==> src/verilog/fsab_bus_pkg.sv <==
// FSAB request channel definitions, shared by devices, buffers and the bus

package fsab_bus_pkg;

	// Field widths
	localparam int FSAB_DID_W = 4;   // Device id and sub-id tag
	localparam int FSAB_ADDR_W = 31; // Word address
	localparam int FSAB_LEN_W = 4;
	localparam int FSAB_DATA_W = 64;
	localparam int FSAB_MASK_W = 8;  // One bit per data byte

	// Longest transaction in beats
	localparam int FSAB_MAX_LEN = 8;

	// A read is always a single beat; a write carries len beats
	typedef enum logic {
		FSAB_READ = 1'b0,
		FSAB_WRITE = 1'b1
	} fsab_mode_e;

	// One request beat
	// Header fields hold steady across all beats of a transaction
	typedef struct packed {
		fsab_mode_e mode;
		logic [FSAB_DID_W-1:0] did;
		logic [FSAB_DID_W-1:0] subdid;
		logic [FSAB_ADDR_W-1:0] addr;
		logic [FSAB_LEN_W-1:0] len;   // 1 to FSAB_MAX_LEN
		logic [FSAB_DATA_W-1:0] data;
		logic [FSAB_MASK_W-1:0] mask;
	} fsab_req_t;

endpackage

==> src/verilog/fsab_arb_pkg.sv <==
// Arbiter configuration

package fsab_arb_pkg;

	// Requesting devices, any value from 1 up
	localparam int FSAB_DEVICES = 4;
	localparam int FSAB_DEV_W = (FSAB_DEVICES > 1) ? $clog2(FSAB_DEVICES) : 1;

	// Room for two maximal transactions per device
	localparam int FSAB_FIFO_BEATS = 2 * fsab_bus_pkg::FSAB_MAX_LEN;
	localparam int FSAB_FIFO_AW = $clog2(FSAB_FIFO_BEATS);

	// Credits handed out at reset
	localparam int FSAB_DEV_CREDITS = 2;
	localparam int FSAB_BUS_CREDITS = 4;

	// Complete transactions a buffer may hold, bounded by device credits
	localparam int FSAB_TRANS_W = $clog2(FSAB_DEV_CREDITS + 1);

	localparam int FSAB_BUS_CREDIT_W = $clog2(FSAB_BUS_CREDITS + 1);

endpackage

==> src/verilog/fsab_arb_select.sv <==
`timescale 1ns/10ps

// Bus credit tracking, device selection and output routing
module fsab_arb_select (
	input  logic clk,
	input  logic rst_b,
	input  logic bus_credit,
	input  logic [fsab_arb_pkg::FSAB_DEVICES-1:0] ready,
	input  logic [fsab_arb_pkg::FSAB_DEVICES-1:0] active,
	output logic [fsab_arb_pkg::FSAB_DEVICES-1:0] start,
	input  logic [fsab_arb_pkg::FSAB_DEVICES-1:0] fifo_valid,
	input  fsab_bus_pkg::fsab_req_t fifo_req [fsab_arb_pkg::FSAB_DEVICES],
	output logic bus_valid,
	output fsab_bus_pkg::fsab_req_t bus_req
);

	logic [fsab_arb_pkg::FSAB_BUS_CREDIT_W-1:0] credits;
	logic credit_avail;

	logic [fsab_arb_pkg::FSAB_DEV_W-1:0] cur_dev; // Owner of the bus
	logic [fsab_arb_pkg::FSAB_DEV_W-1:0] next_dev;
	logic new_sel;

	assign credit_avail = credits != '0;
	assign new_sel = !active[cur_dev]; // Current owner done or never started

	// One credit in per target pulse, one out per start
	always_ff @(posedge clk or negedge rst_b) begin
		if (!rst_b) begin
			credits <= fsab_arb_pkg::FSAB_BUS_CREDITS[fsab_arb_pkg::FSAB_BUS_CREDIT_W-1:0];
		end else if (bus_credit && !(|start)) begin
			credits <= credits + 1'b1;
		end else if (!bus_credit && (|start)) begin
			credits <= credits - 1'b1;
		end
	end

	// Fixed priority, highest numbered ready device wins
	always_comb begin
		next_dev = '0;
		for (int i = 0; i < fsab_arb_pkg::FSAB_DEVICES; i++) begin
			if (ready[i])
				next_dev = i[fsab_arb_pkg::FSAB_DEV_W-1:0];
		end
	end

	always_comb begin
		for (int i = 0; i < fsab_arb_pkg::FSAB_DEVICES; i++) begin
			start[i] = new_sel && next_dev == i[fsab_arb_pkg::FSAB_DEV_W-1:0] &&
				ready[i] && credit_avail;
		end
	end

	always_ff @(posedge clk or negedge rst_b) begin
		if (!rst_b) begin
			cur_dev <= '0;
		end else if (new_sel) begin
			cur_dev <= next_dev;
		end
	end

	// Leftover beats of an idle buffer are masked off
	assign bus_valid = fifo_valid[cur_dev] & active[cur_dev];
	assign bus_req = fifo_req[cur_dev];

endmodule

==> config.mk <==
export PLATFORM = sky130hd
export DESIGN_NAME = fsab_arb_select
export DESIGN_NICKNAME = d
export VERILOG_FILES = /design/src/verilog/fsab_bus_pkg.sv /design/src/verilog/fsab_arb_pkg.sv /design/src/verilog/fsab_arb_select.sv
export SDC_FILE = /design/constraint.sdc
export NUM_CORES = 1
export LEC_CHECK = 0
export BUFFER_PORTS_ARGS = -buffer_cell sky130_fd_sc_hd__buf_2
export CORE_AREA = 8 8 229 231
export DETAILED_ROUTE_END_ITERATION = 10
export DIE_AREA = 0 0 237 239
export PLACE_DENSITY_LB_ADDON = 0.25
export SLEW_MARGIN = 20
export SYNTH_ARGS = -nofsm -noshare
export SYNTH_HDL_FRONTEND = slang
export SYNTH_SLANG_ARGS = --single-unit
export TNS_END_PERCENT = 100
==> constraint.sdc <==
create_clock -name clk -period 3.3 [get_ports clk]
set_clock_uncertainty 0.1 [all_clocks]
set_input_delay 0.165 -clock clk [delete_from_list [all_inputs] [get_ports clk]]
set_output_delay 0.165 -clock clk [all_outputs]
set_load 0.05 [all_outputs]
==> run_results.csv <==
group,metric,value,unit
cells_and_area,n_fill_cell,5508,
pwr,peakVddDrop,0.521,mV
synth,ys_seq_area_share,4.01,%
synth,synth_compound_area_share,1.55,%
pwr,p_leak,3.38,nW
global_routing,grt_pass1_wl,42.1,mm
synth,ys_ff_latch,5,
clock_tree,clock_path_buffers,2,
sta,period_minus_slack,2.45,ns
floorplan,dieArea,56600,um^2
sta,finalMaxSlewViolations,0,
routing,highest_layer,"met4",
clock_tree,cts_resized,0,
sta,setup_violations,0,
min_path,min_from,"ready[2]",
setup_path,r2r-start,"cur_dev[0]",
clock_tree,clkSlewWorstSetupHoldPaths,0.03,ns
synth,synth_cell_type_count,27,
synth,synthXorXnorAreaFrac,0.835,%
setup_path,crit_type,"reg2reg",
synth,synth_fa_ha_area_share,1.03,%
synth,synthMuxAreaShare,85.5,%
cells_and_area,drive_gt1_share,96.3,%
setup_path,critPathRequiredTime,3.31,ns
clock_tree,h-tree-depth,1,
setup_path,cp-start-kind,"flip-flop",
clock_tree,cts.sink_count,5,
routing,ant_nets,0,
cells_and_area,fin_nets,1240,
synth,netlist_area,3150,um^2
routing,drt_wl_total,30.6,mm
global_routing,grt_max_degree,121,
routing,wl_met3,3.18,mm
routing,first_pass_iters,4,
setup_path,crit_slowest_cell,"mux4_2",
clock_tree,cts-root-buf,"clkbuf_16",
cells_and_area,layout_commonest_cell,"buf_2",
placed_design,dp_hpwl,28.6,mm
global_routing,gr-usage-all-layers,10.0,%
setup_path,crit_arrival,2.46,ns
placed_design,io_buffers,599,
sta,relSlewSlack,50.2,%
pwr,total_power,0.00496,W
setup_path,worstReg2RegEnd,"credits[1]",
global_routing,grt_pass1_vias,5726,
floorplan,core_area,48500,um^2
routing,drc,0,
min_path,whs_path_depth,3,
synth,yosysWarnings,0,
synth,syn_nets,659,
placed_design,placed_cells,1375,
floorplan,die_y,239,um
routing,wl_met1,10.4,mm
cells_and_area,area_growth,120,%
flow_run,cap_violations,0,
setup_path,rrSetupSlack,0.85,ns
setup_path,slowest_delay,0.56,ns
routing,routedWlPerCell,22.2,um
synth,synth_top_family_by_area,"multiplexers",
routing,via_per_inst,3.52,
sta,timing_hold_violations_final,0,
placed_design,gp_congestion,0.935,
sta,hold_ws,0.159,ns
cells_and_area,layout.cells.non_filler,1382,
synth,syn_area_per_cell,17.7,um^2
cells_and_area,fin_util,14.3,%
floorplan,start_util,6.48,%
floorplan,io_pins,600,
sta,worstMarginPinSlew,0.747,ns
global_routing,grt_overflow,0,
pwr,power_density,716,nW/um^2
clock_tree,cts_setup_buffers,0,
synth,yosys.area_share.simple,1.99,%
global_routing,antenna_found_initial,25,
sta,final.setup.tns,0,ns
outcome,status,"complete, no violations",
routing,drtIter0Drc,141,
min_path,hold_class,"in2reg",
synth,syn_inst,178,
sta,clock.fmax,0.408,GHz
setup_path,crit_chain,"mux4_2 > nor2_2 > o41ai_1 > ha_1 > inv_1 > fa_1 > mux2_2",
clock_tree,cts_tree,"yes",
setup_path,end_kind,"flip-flop",
setup_path,crit_path_max_fanout,4,
floorplan,die-width,237,um
clock_tree,cts_buffers,3,
floorplan,row_count,81,
sta,rsz0062_at_grt,"no",
clock_tree,clkLatencyLatePin,0.23,ns
routing,wl_met2,16.6,mm
cells_and_area,layout_common_cells,"buf_2 (599), mux4_2 (118)",
clock_tree,postCtsHoldBufs,1,
routing,num_vias,4858,
sta,fin_crit_sh,74.2,%
setup_path,rr_worst_depth,7,
min_path,holdPathEnd,"cur_dev[1]",
-- where the power goes --
group / switching (W) / internal [W] / leakage, nW / total [W]
sequential: 0.0000330 / 0.000101 / 0.0542 / 0.000134
clock: 0.0000406 / 0.000160 / 0.0382 / 0.000201
combinational: 0.00304 / 0.00159 / 3.29 / 0.00463
total: 0.00312 / 0.00185 / 3.38 / 0.00496
-- stage by stage --
step                instance area (um^2)  setup WS [ns]
floorplan                           3150          0.423
global placement                    6840          0.854
detailed placement                  6840          0.846
CTS                                 6930          0.844
global route                        6930          0.741
finish                              6940          0.850
-- synthesized netlist by cell type (all sizes together) --
| cell type | instances | area [um^2] |
|---|---|---|
| a211oi | 1 | 7.51 |
| and2 | 2 | 12.5 |
| and3 | 1 | 6.26 |
| and4b | 1 | 10.0 |
| buf | 27 | 149 |
| dfrtp | 4 | 100 |
| dfstp | 1 | 26.3 |
| fa | 1 | 20.0 |
| ha | 1 | 12.5 |
| inv | 3 | 11.3 |
| mux2 | 3 | 33.8 |
| mux4 | 118 | 2660 |
| nor2 | 3 | 13.8 |
| nor2b | 1 | 6.26 |
| nor3 | 1 | 5.00 |
| nor4b | 1 | 8.76 |
| o21ai | 2 | 10.0 |
| o22ai | 1 | 6.26 |
| o31ai | 1 | 7.51 |
| o32ai | 1 | 8.76 |
| o41ai | 1 | 8.76 |
| xnor2 | 1 | 8.76 |
| xor2 | 2 | 17.5 |
-- how the worst max path moves through the flow --
| stage | from | to | slack [ns] | cells past startpoint |
|---|---|---|---|---|
| 3_3_place_gp | cur_dev[0] | credits[1] | 0.85 | 7 |
| 4_1_cts | cur_dev[0] | credits[1] | 0.84 | 7 |
| 2_1_floorplan | cur_dev[0] | start[2] | 0.42 | 3 |
| 6_report | cur_dev[0] | credits[1] | 0.85 | 7 |
| 3_5_place_dp | cur_dev[0] | credits[1] | 0.85 | 7 |
| 5_1_grt | cur_dev[0] | credits[1] | 0.74 | 7 |
-- flip-flops by register name, summed over array words and instances (netlist names) --
signal and count:
cur_dev 2, credits 3
-- worst max-delay path: cells and delay by family, from the launching register on --
kind | cells | cell delay [ns]
AOI/OAI and AO/OA | 1 | 0.10
adders and majority gates | 2 | 0.62
buffers and inverters | 1 | 0.07
DFF | 1 | 0.44
muxes | 2 | 0.82
and+or+nand+nor | 1 | 0.17
-- layer usage --
layer	track usage (%)	up-vias
met3	3.30	49
met5	0	-
met2	19.8	433
met1	10.3	2330
met4	1.29	0
li1	-	2046
-- cell families (layout without fill, tap and decap cells) --
group	Yosys count	in the layout
mux	121	121
xor+xnor	3	3
simple gates	10	10
other cells	0	2
compound gates	7	7
flops	5	5
buf+inv	30	610
fa+ha+maj	2	2
-- layout make-up --
class / instances / area, um^2 / share of cell area [%]
inverter: 3 / 11.3 / 0.162
sequential: 5 / 134 / 1.93
antenna: 2 / 5.00 / 0.0722
clock buffer: 4 / 78.8 / 1.14
tap: 622 / 778 / 11.2
multi-input combinational: 143 / 2860 / 41.3
timing repair buffer: 603 / 3070 / 44.2
Power figures use the tool's default switching activity.
