$ cat config.mk
export PLATFORM = sky130hd
export DESIGN_NAME = fsab_req_fifo
export DESIGN_NICKNAME = d
export VERILOG_FILES = /design/src/verilog/fsab_bus_pkg.sv /design/src/verilog/fsab_arb_pkg.sv /design/src/verilog/fsab_req_fifo.sv
export SDC_FILE = /design/constraint.sdc
export NUM_CORES = 2
export LEC_CHECK = 0
export BUFFER_PORTS_ARGS = -buffer_cell sky130_fd_sc_hd__buf_2
export CAP_MARGIN = 40
export CORE_ASPECT_RATIO = 2
export CORE_UTILIZATION = 50
export DETAILED_ROUTE_END_ITERATION = 7
export HOLD_SLACK_MARGIN = 0.05
export PLACE_DENSITY = 0.69
export RECOVER_POWER = 25
export SYNTH_ARGS = -nofsm -noshare
export SYNTH_HDL_FRONTEND = slang
export SYNTH_SLANG_ARGS = --single-unit
$ cat constraint.sdc
create_clock -name clk -period 10.1 [get_ports clk]
set_input_delay 0 -clock clk [delete_from_list [all_inputs] [get_ports clk]]
set_output_delay 0 -clock clk [all_outputs]
set_load 0.01 [all_outputs]
$ cat src/verilog/fsab_bus_pkg.sv
// FSAB request channel definitions, shared by devices, buffers and the bus

package fsab_bus_pkg;

	// Field widths
	localparam int FSAB_DID_W = 4;   // Device id and sub-id tag
	localparam int FSAB_ADDR_W = 31; // Word address
	localparam int FSAB_LEN_W = 4;
	localparam int FSAB_DATA_W = 64;
	localparam int FSAB_MASK_W = 8;  // One bit per data byte

	// Longest transaction in beats
	localparam int FSAB_MAX_LEN = 8;

	// A read is always a single beat; a write carries len beats
	typedef enum logic {
		FSAB_READ = 1'b0,
		FSAB_WRITE = 1'b1
	} fsab_mode_e;

	// One request beat
	// Header fields hold steady across all beats of a transaction
	typedef struct packed {
		fsab_mode_e mode;
		logic [FSAB_DID_W-1:0] did;
		logic [FSAB_DID_W-1:0] subdid;
		logic [FSAB_ADDR_W-1:0] addr;
		logic [FSAB_LEN_W-1:0] len;   // 1 to FSAB_MAX_LEN
		logic [FSAB_DATA_W-1:0] data;
		logic [FSAB_MASK_W-1:0] mask;
	} fsab_req_t;

endpackage

$ cat src/verilog/fsab_arb_pkg.sv
// Arbiter configuration

package fsab_arb_pkg;

	// Requesting devices, any value from 1 up
	localparam int FSAB_DEVICES = 4;
	localparam int FSAB_DEV_W = (FSAB_DEVICES > 1) ? $clog2(FSAB_DEVICES) : 1;

	// Room for two maximal transactions per device
	localparam int FSAB_FIFO_BEATS = 2 * fsab_bus_pkg::FSAB_MAX_LEN;
	localparam int FSAB_FIFO_AW = $clog2(FSAB_FIFO_BEATS);

	// Credits handed out at reset
	localparam int FSAB_DEV_CREDITS = 2;
	localparam int FSAB_BUS_CREDITS = 4;

	// Complete transactions a buffer may hold, bounded by device credits
	localparam int FSAB_TRANS_W = $clog2(FSAB_DEV_CREDITS + 1);

	localparam int FSAB_BUS_CREDIT_W = $clog2(FSAB_BUS_CREDITS + 1);

endpackage

$ cat src/verilog/fsab_req_fifo.sv
`timescale 1ns/10ps

// Request buffer for one device
module fsab_req_fifo (
	input  logic clk,
	input  logic rst_b,
	input  logic in_valid,
	input  fsab_bus_pkg::fsab_req_t in_req,
	output logic dev_credit,
	input  logic start,
	output logic ready,
	output logic active,
	output logic out_valid,
	output fsab_bus_pkg::fsab_req_t out_req
);

	fsab_bus_pkg::fsab_req_t mem [fsab_arb_pkg::FSAB_FIFO_BEATS];

	logic [fsab_arb_pkg::FSAB_FIFO_AW-1:0] wr_idx;
	logic [fsab_arb_pkg::FSAB_FIFO_AW-1:0] rd_idx;
	logic wr_wrap; // Flips on each pass through the memory
	logic rd_wrap;

	logic [fsab_bus_pkg::FSAB_LEN_W-1:0] in_cnt; // Beats taken of the incoming transaction
	logic in_last;

	logic [fsab_arb_pkg::FSAB_TRANS_W-1:0] trans_cnt;
	logic [fsab_bus_pkg::FSAB_LEN_W-1:0] beats_left;
	logic [fsab_bus_pkg::FSAB_LEN_W-1:0] head_len;
	logic tx_last;

	function automatic logic [fsab_arb_pkg::FSAB_FIFO_AW-1:0] idx_next(
		input logic [fsab_arb_pkg::FSAB_FIFO_AW-1:0] idx
	);
		if (idx == fsab_arb_pkg::FSAB_FIFO_BEATS - 1)
			return '0;
		return idx + 1'b1;
	endfunction

	// Last beat of an incoming transaction, from its own mode and length
	assign in_last = in_valid &&
		(in_req.mode == fsab_bus_pkg::FSAB_READ || in_cnt == in_req.len - 1'b1);

	always_ff @(posedge clk or negedge rst_b) begin
		if (!rst_b) begin
			in_cnt <= '0;
		end else if (in_valid) begin
			in_cnt <= in_last ? '0 : in_cnt + 1'b1;
		end
	end

	always_ff @(posedge clk) begin
		if (in_valid)
			mem[wr_idx] <= in_req;
	end

	always_ff @(posedge clk or negedge rst_b) begin
		if (!rst_b) begin
			wr_idx <= '0;
			wr_wrap <= 1'b0;
		end else if (in_valid) begin
			wr_idx <= idx_next(wr_idx);
			if (wr_idx == fsab_arb_pkg::FSAB_FIFO_BEATS - 1)
				wr_wrap <= !wr_wrap;
		end
	end

	// Oldest stored beat, always on view
	assign out_req = mem[rd_idx];
	assign out_valid = (wr_idx != rd_idx) || (wr_wrap != rd_wrap);

	// Beat count of the transaction at the head
	assign head_len = (out_req.mode == fsab_bus_pkg::FSAB_WRITE) ?
		out_req.len : fsab_bus_pkg::FSAB_LEN_W'(1);

	assign tx_last = active && beats_left == 1;
	assign ready = trans_cnt != '0;

	always_ff @(posedge clk or negedge rst_b) begin
		if (!rst_b) begin
			active <= 1'b0;
			beats_left <= '0;
			dev_credit <= 1'b0;
			rd_idx <= '0;
			rd_wrap <= 1'b0;
		end else begin
			dev_credit <= tx_last; // Credit goes back as ownership ends
			if (start) begin
				active <= 1'b1;
				beats_left <= head_len;
			end else if (active) begin
				rd_idx <= idx_next(rd_idx);
				if (rd_idx == fsab_arb_pkg::FSAB_FIFO_BEATS - 1)
					rd_wrap <= !rd_wrap;
				beats_left <= beats_left - 1'b1;
				if (tx_last)
					active <= 1'b0;
			end
		end
	end

	// Complete transactions held, in and out may land together
	always_ff @(posedge clk or negedge rst_b) begin
		if (!rst_b) begin
			trans_cnt <= '0;
		end else begin
			case ({in_last, tx_last})
				2'b10: trans_cnt <= trans_cnt + 1'b1;
				2'b01: trans_cnt <= trans_cnt - 1'b1;
				default: trans_cnt <= trans_cnt;
			endcase
		end
	end

endmodule
==> out/metrics.cfg <==
[routing]
vias = 33100
ant_nets = 0
wirelength_um = 156000
drc = 0
first_iter_violations = 2535
via_per_inst = 5.95
wl_per_cell_um = 28.1
dr.pass1.iters = 5

[worst_setup_path]
reg2reg_from = rd_idx[2]
worstPathRequired_ns = 10.10
start_kind = flip-flop
cp_max_fo = 105
critPathArrivalTime_ns = 4.66
critPathKind = reg -> out
critPathLaunch = rd_idx[0]
crit_path_end_kind = output port

[clock_network]
cts.htree.levels = 4
cts_buffers = 165
clockBufferDepth = 4
post_cts_resized = 0
clk_latency_ns = 0.81
tritoncts = yes
path_clk_slew_ns = 0.06
cts_sinks = 1878
cts_root_buf = clkbuf_16

[timing]
fin_crit_sh_pct = 46.2
worst_slew_pin_slew_ns = 1.10
fmax_mhz = 214
finalCriticalPeriod_ns = 4.66
maxSlewViolCount = 0
hold_ws_ns = 0.161
setup-tns-final_ns = 0
finalWorstSetupSlack_ns = 5.44
timing.final.hold_violations = 0
finalSetupViolations = 0
rsz0062_at_grt = false
fin_skew_ns = 0.0354
max_slew_margin_pct = 26.5

[synthesis]
synth_top_family_by_area = multiplexers
syn_inst = 3111
synth_edf_count = 1856
yosysMostFrequentCell = edfxtp_1
syn_area_sq_um = 71800
syn-num-nets = 3241
yosys_register_bits = 1878
synth-compound-area-share_pct = 2.24
async_flop_share_pct = 1.17
synth_commonest_cells = edfxtp_1, mux4_2, a21oi_1
yosysSeqAreaShare_pct = 78.4
synthMuxAreaShare_pct = 16.2
yosysTopAreaCell = edfxtp_1
synth_top_flop_cell = edfxtp_1
synth_simple_gate_area_share_pct = 1.43
yosys.area.top_type_share_pct = 77.6
synth_xor_area_share_pct = 0.256
synth_area_leaders = edfxtp_1, mux4_2, mux2i_1
ys_types = 39
synth_fa_ha_area_share_pct = 0.174
avgSynthCellArea_sq_um = 23.1
synth_warnings = 0

[power]
switching_share_pct = 29.4
vdd_drop_max_mv = 0.237
power.share.clock_pct = 27.6
pwr-share-comb_pct = 29.2
power_switching_mw = 6.46
intPower_mw = 15.5
seq_power_share_pct = 43.3
leakage_nw = 25.9
power_density_nw_per_um2 = 269

[hold_path]
hold_path.class = in -> reg
worstHoldStart = in_req[14]

[grt]
grt.overflow.total = 0
grt_max_degree = 164
grt_usage_pct = 21.7
grt_pass1_wl_um = 230000
grt_pass1_vias = 34800
antenna_found_initial = 10

[finish]
drive_gt1_share_pct = 26.1
syn2layout_area_growth_pct = 14.1
design_area_sq_um = 81900
nNetsFinal = 3679

[placement]
port_buffers = 239
pre_cts_slack_ns = 6.11
gp_congestion = 0.720
post-dp-hpwl_um = 79100
place_area_sq_um = 75600

[flow_run]
drv_cap = 0

[floorplanning]
die_area_sq_um = 145000
die_h_um = 538
row_count = 196
start_util_pct = 50.4
core-area_sq_um = 142000
die_w_um = 270
ioPinCount = 240

[status]
status = finished, final reports clean

worst max-delay path: stages, from the launching register on:
cell and delay, ns:
dfrtp_4 0.93, buf_12 0.74, buf_4 0.52, buf_12 0.28
mux4_2 0.52, nor2b_1 0.14, a211oi_1 0.31, a21oi_1 0.11
buf_2 0.20
placed cells by master, fill, tap and decap left out, types with 8 or more instances in the layout:
cell type | Yosys | layout
clkbuf_1 | 78 | 112
buf_16 | 0 | 13
clkinv_2 | 0 | 19
nor2b_1 | 115 | 115
mux4_2 | 462 | 462
clkbuf_16 | 0 | 167
nand2_1 | 18 | 18
buf_4 | 18 | 56
ha_1 | 10 | 10
clkinv_1 | 0 | 30
mux2i_1 | 117 | 117
nor2_1 | 22 | 8
dfrtp_1 | 22 | 18
inv_1 | 9 | 9
buf_2 | 65 | 170
xnor2_1 | 14 | 14
buf_12 | 0 | 16
bufinv_16 | 0 | 13
a21oi_1 | 118 | 118
nor2_4 | 0 | 14
edfxtp_1 | 1856 | 1856
dlygate4sd3_1 | 0 | 123
a211oi_1 | 114 | 114
per-layer routing:
metal | vias up | share of wire (%) | global-route usage (%)
met1 | 17700 | 40 | 28.7
li1 | 14000 | - | -
met3 | 251 | 6.1 | 3.57
met5 | - | 0.022 | 0
met2 | 1057 | 52 | 37.6
met4 | 6 | 2.3 | 5.83
state kept, by name (all words and copies together) (netlist names):
name / cells
active: 1
in_cnt: 4
wr_idx: 4
rd_idx: 4
mem: 1856
dev_credit: 1
rd_wrap: 1
wr_wrap: 1
trans_cnt: 2
beats_left: 4
timing repair:
item                      in CTS  in global routing
hold endpoints to repair    1901                  0
buffers inserted               0                  0
hold buffers                 123                  0
power groups by stage:
stage | Sequential, mW | Combinational, mW | Clock [mW]
6_report | 9.51 | 6.41 | 6.06
4_1_cts | 9.53 | 6.60 | 6.18
2_1_floorplan | 9.60 | 4.60 | 0
3_3_place_gp | 9.66 | 6.42 | 0
5_1_grt | 9.57 | 6.95 | 6.42
3_5_place_dp | 9.69 | 6.53 | 0
per-stage QoR:
stage	power [mW]	std cells	utilization, %
after floorplan	14.2	3111	-
after global routing	22.9	5550	57.5
final	22.0	5554	57.5
after global placement	16.1	5121	52.8
after CTS	22.3	5547	57.5
after detailed placement	16.2	5139	53.1
kinds of logic after synthesis:
group                      count (synthesis)
DFF                                     1878
muxes                                    583
AOI/OAI and AO/OA                        254
buffers and inverters                    185
and+or+nand+nor                          180
xor gates and xnor gates                  21
adders and majority gates                 10
path summary, 6_finish.rpt:
| path | to | slack, ns | depth (start not counted) |
|---|---|---|---|
| min in group asynchronous | trans_cnt[0] | 0.33 | 3 |
| worst max register to register | beats_left[2] | 6.38 | 8 |
| max in group asynchronous | rd_wrap | 9.35 | 4 |
| worst min register to register | trans_cnt[1] | 0.47 | 1 |
| worst min-delay path | mem[9][14] | 0.16 | 2 |
| worst max-delay path | out_req[96] | 5.44 | 8 |
area by class of cell:
type	count	area (sq um)
diodes	6	15.0
clock buffers	212	4370
clock inverters	73	707
fillers	10300	60600
inverters	9	33.8
multi-input cells	1048	14700
flip-flops and latches	1878	56300
well taps	1881	2350
repair buffers	447	3440
No activity file was read; power rests on OpenSTA's default activity.
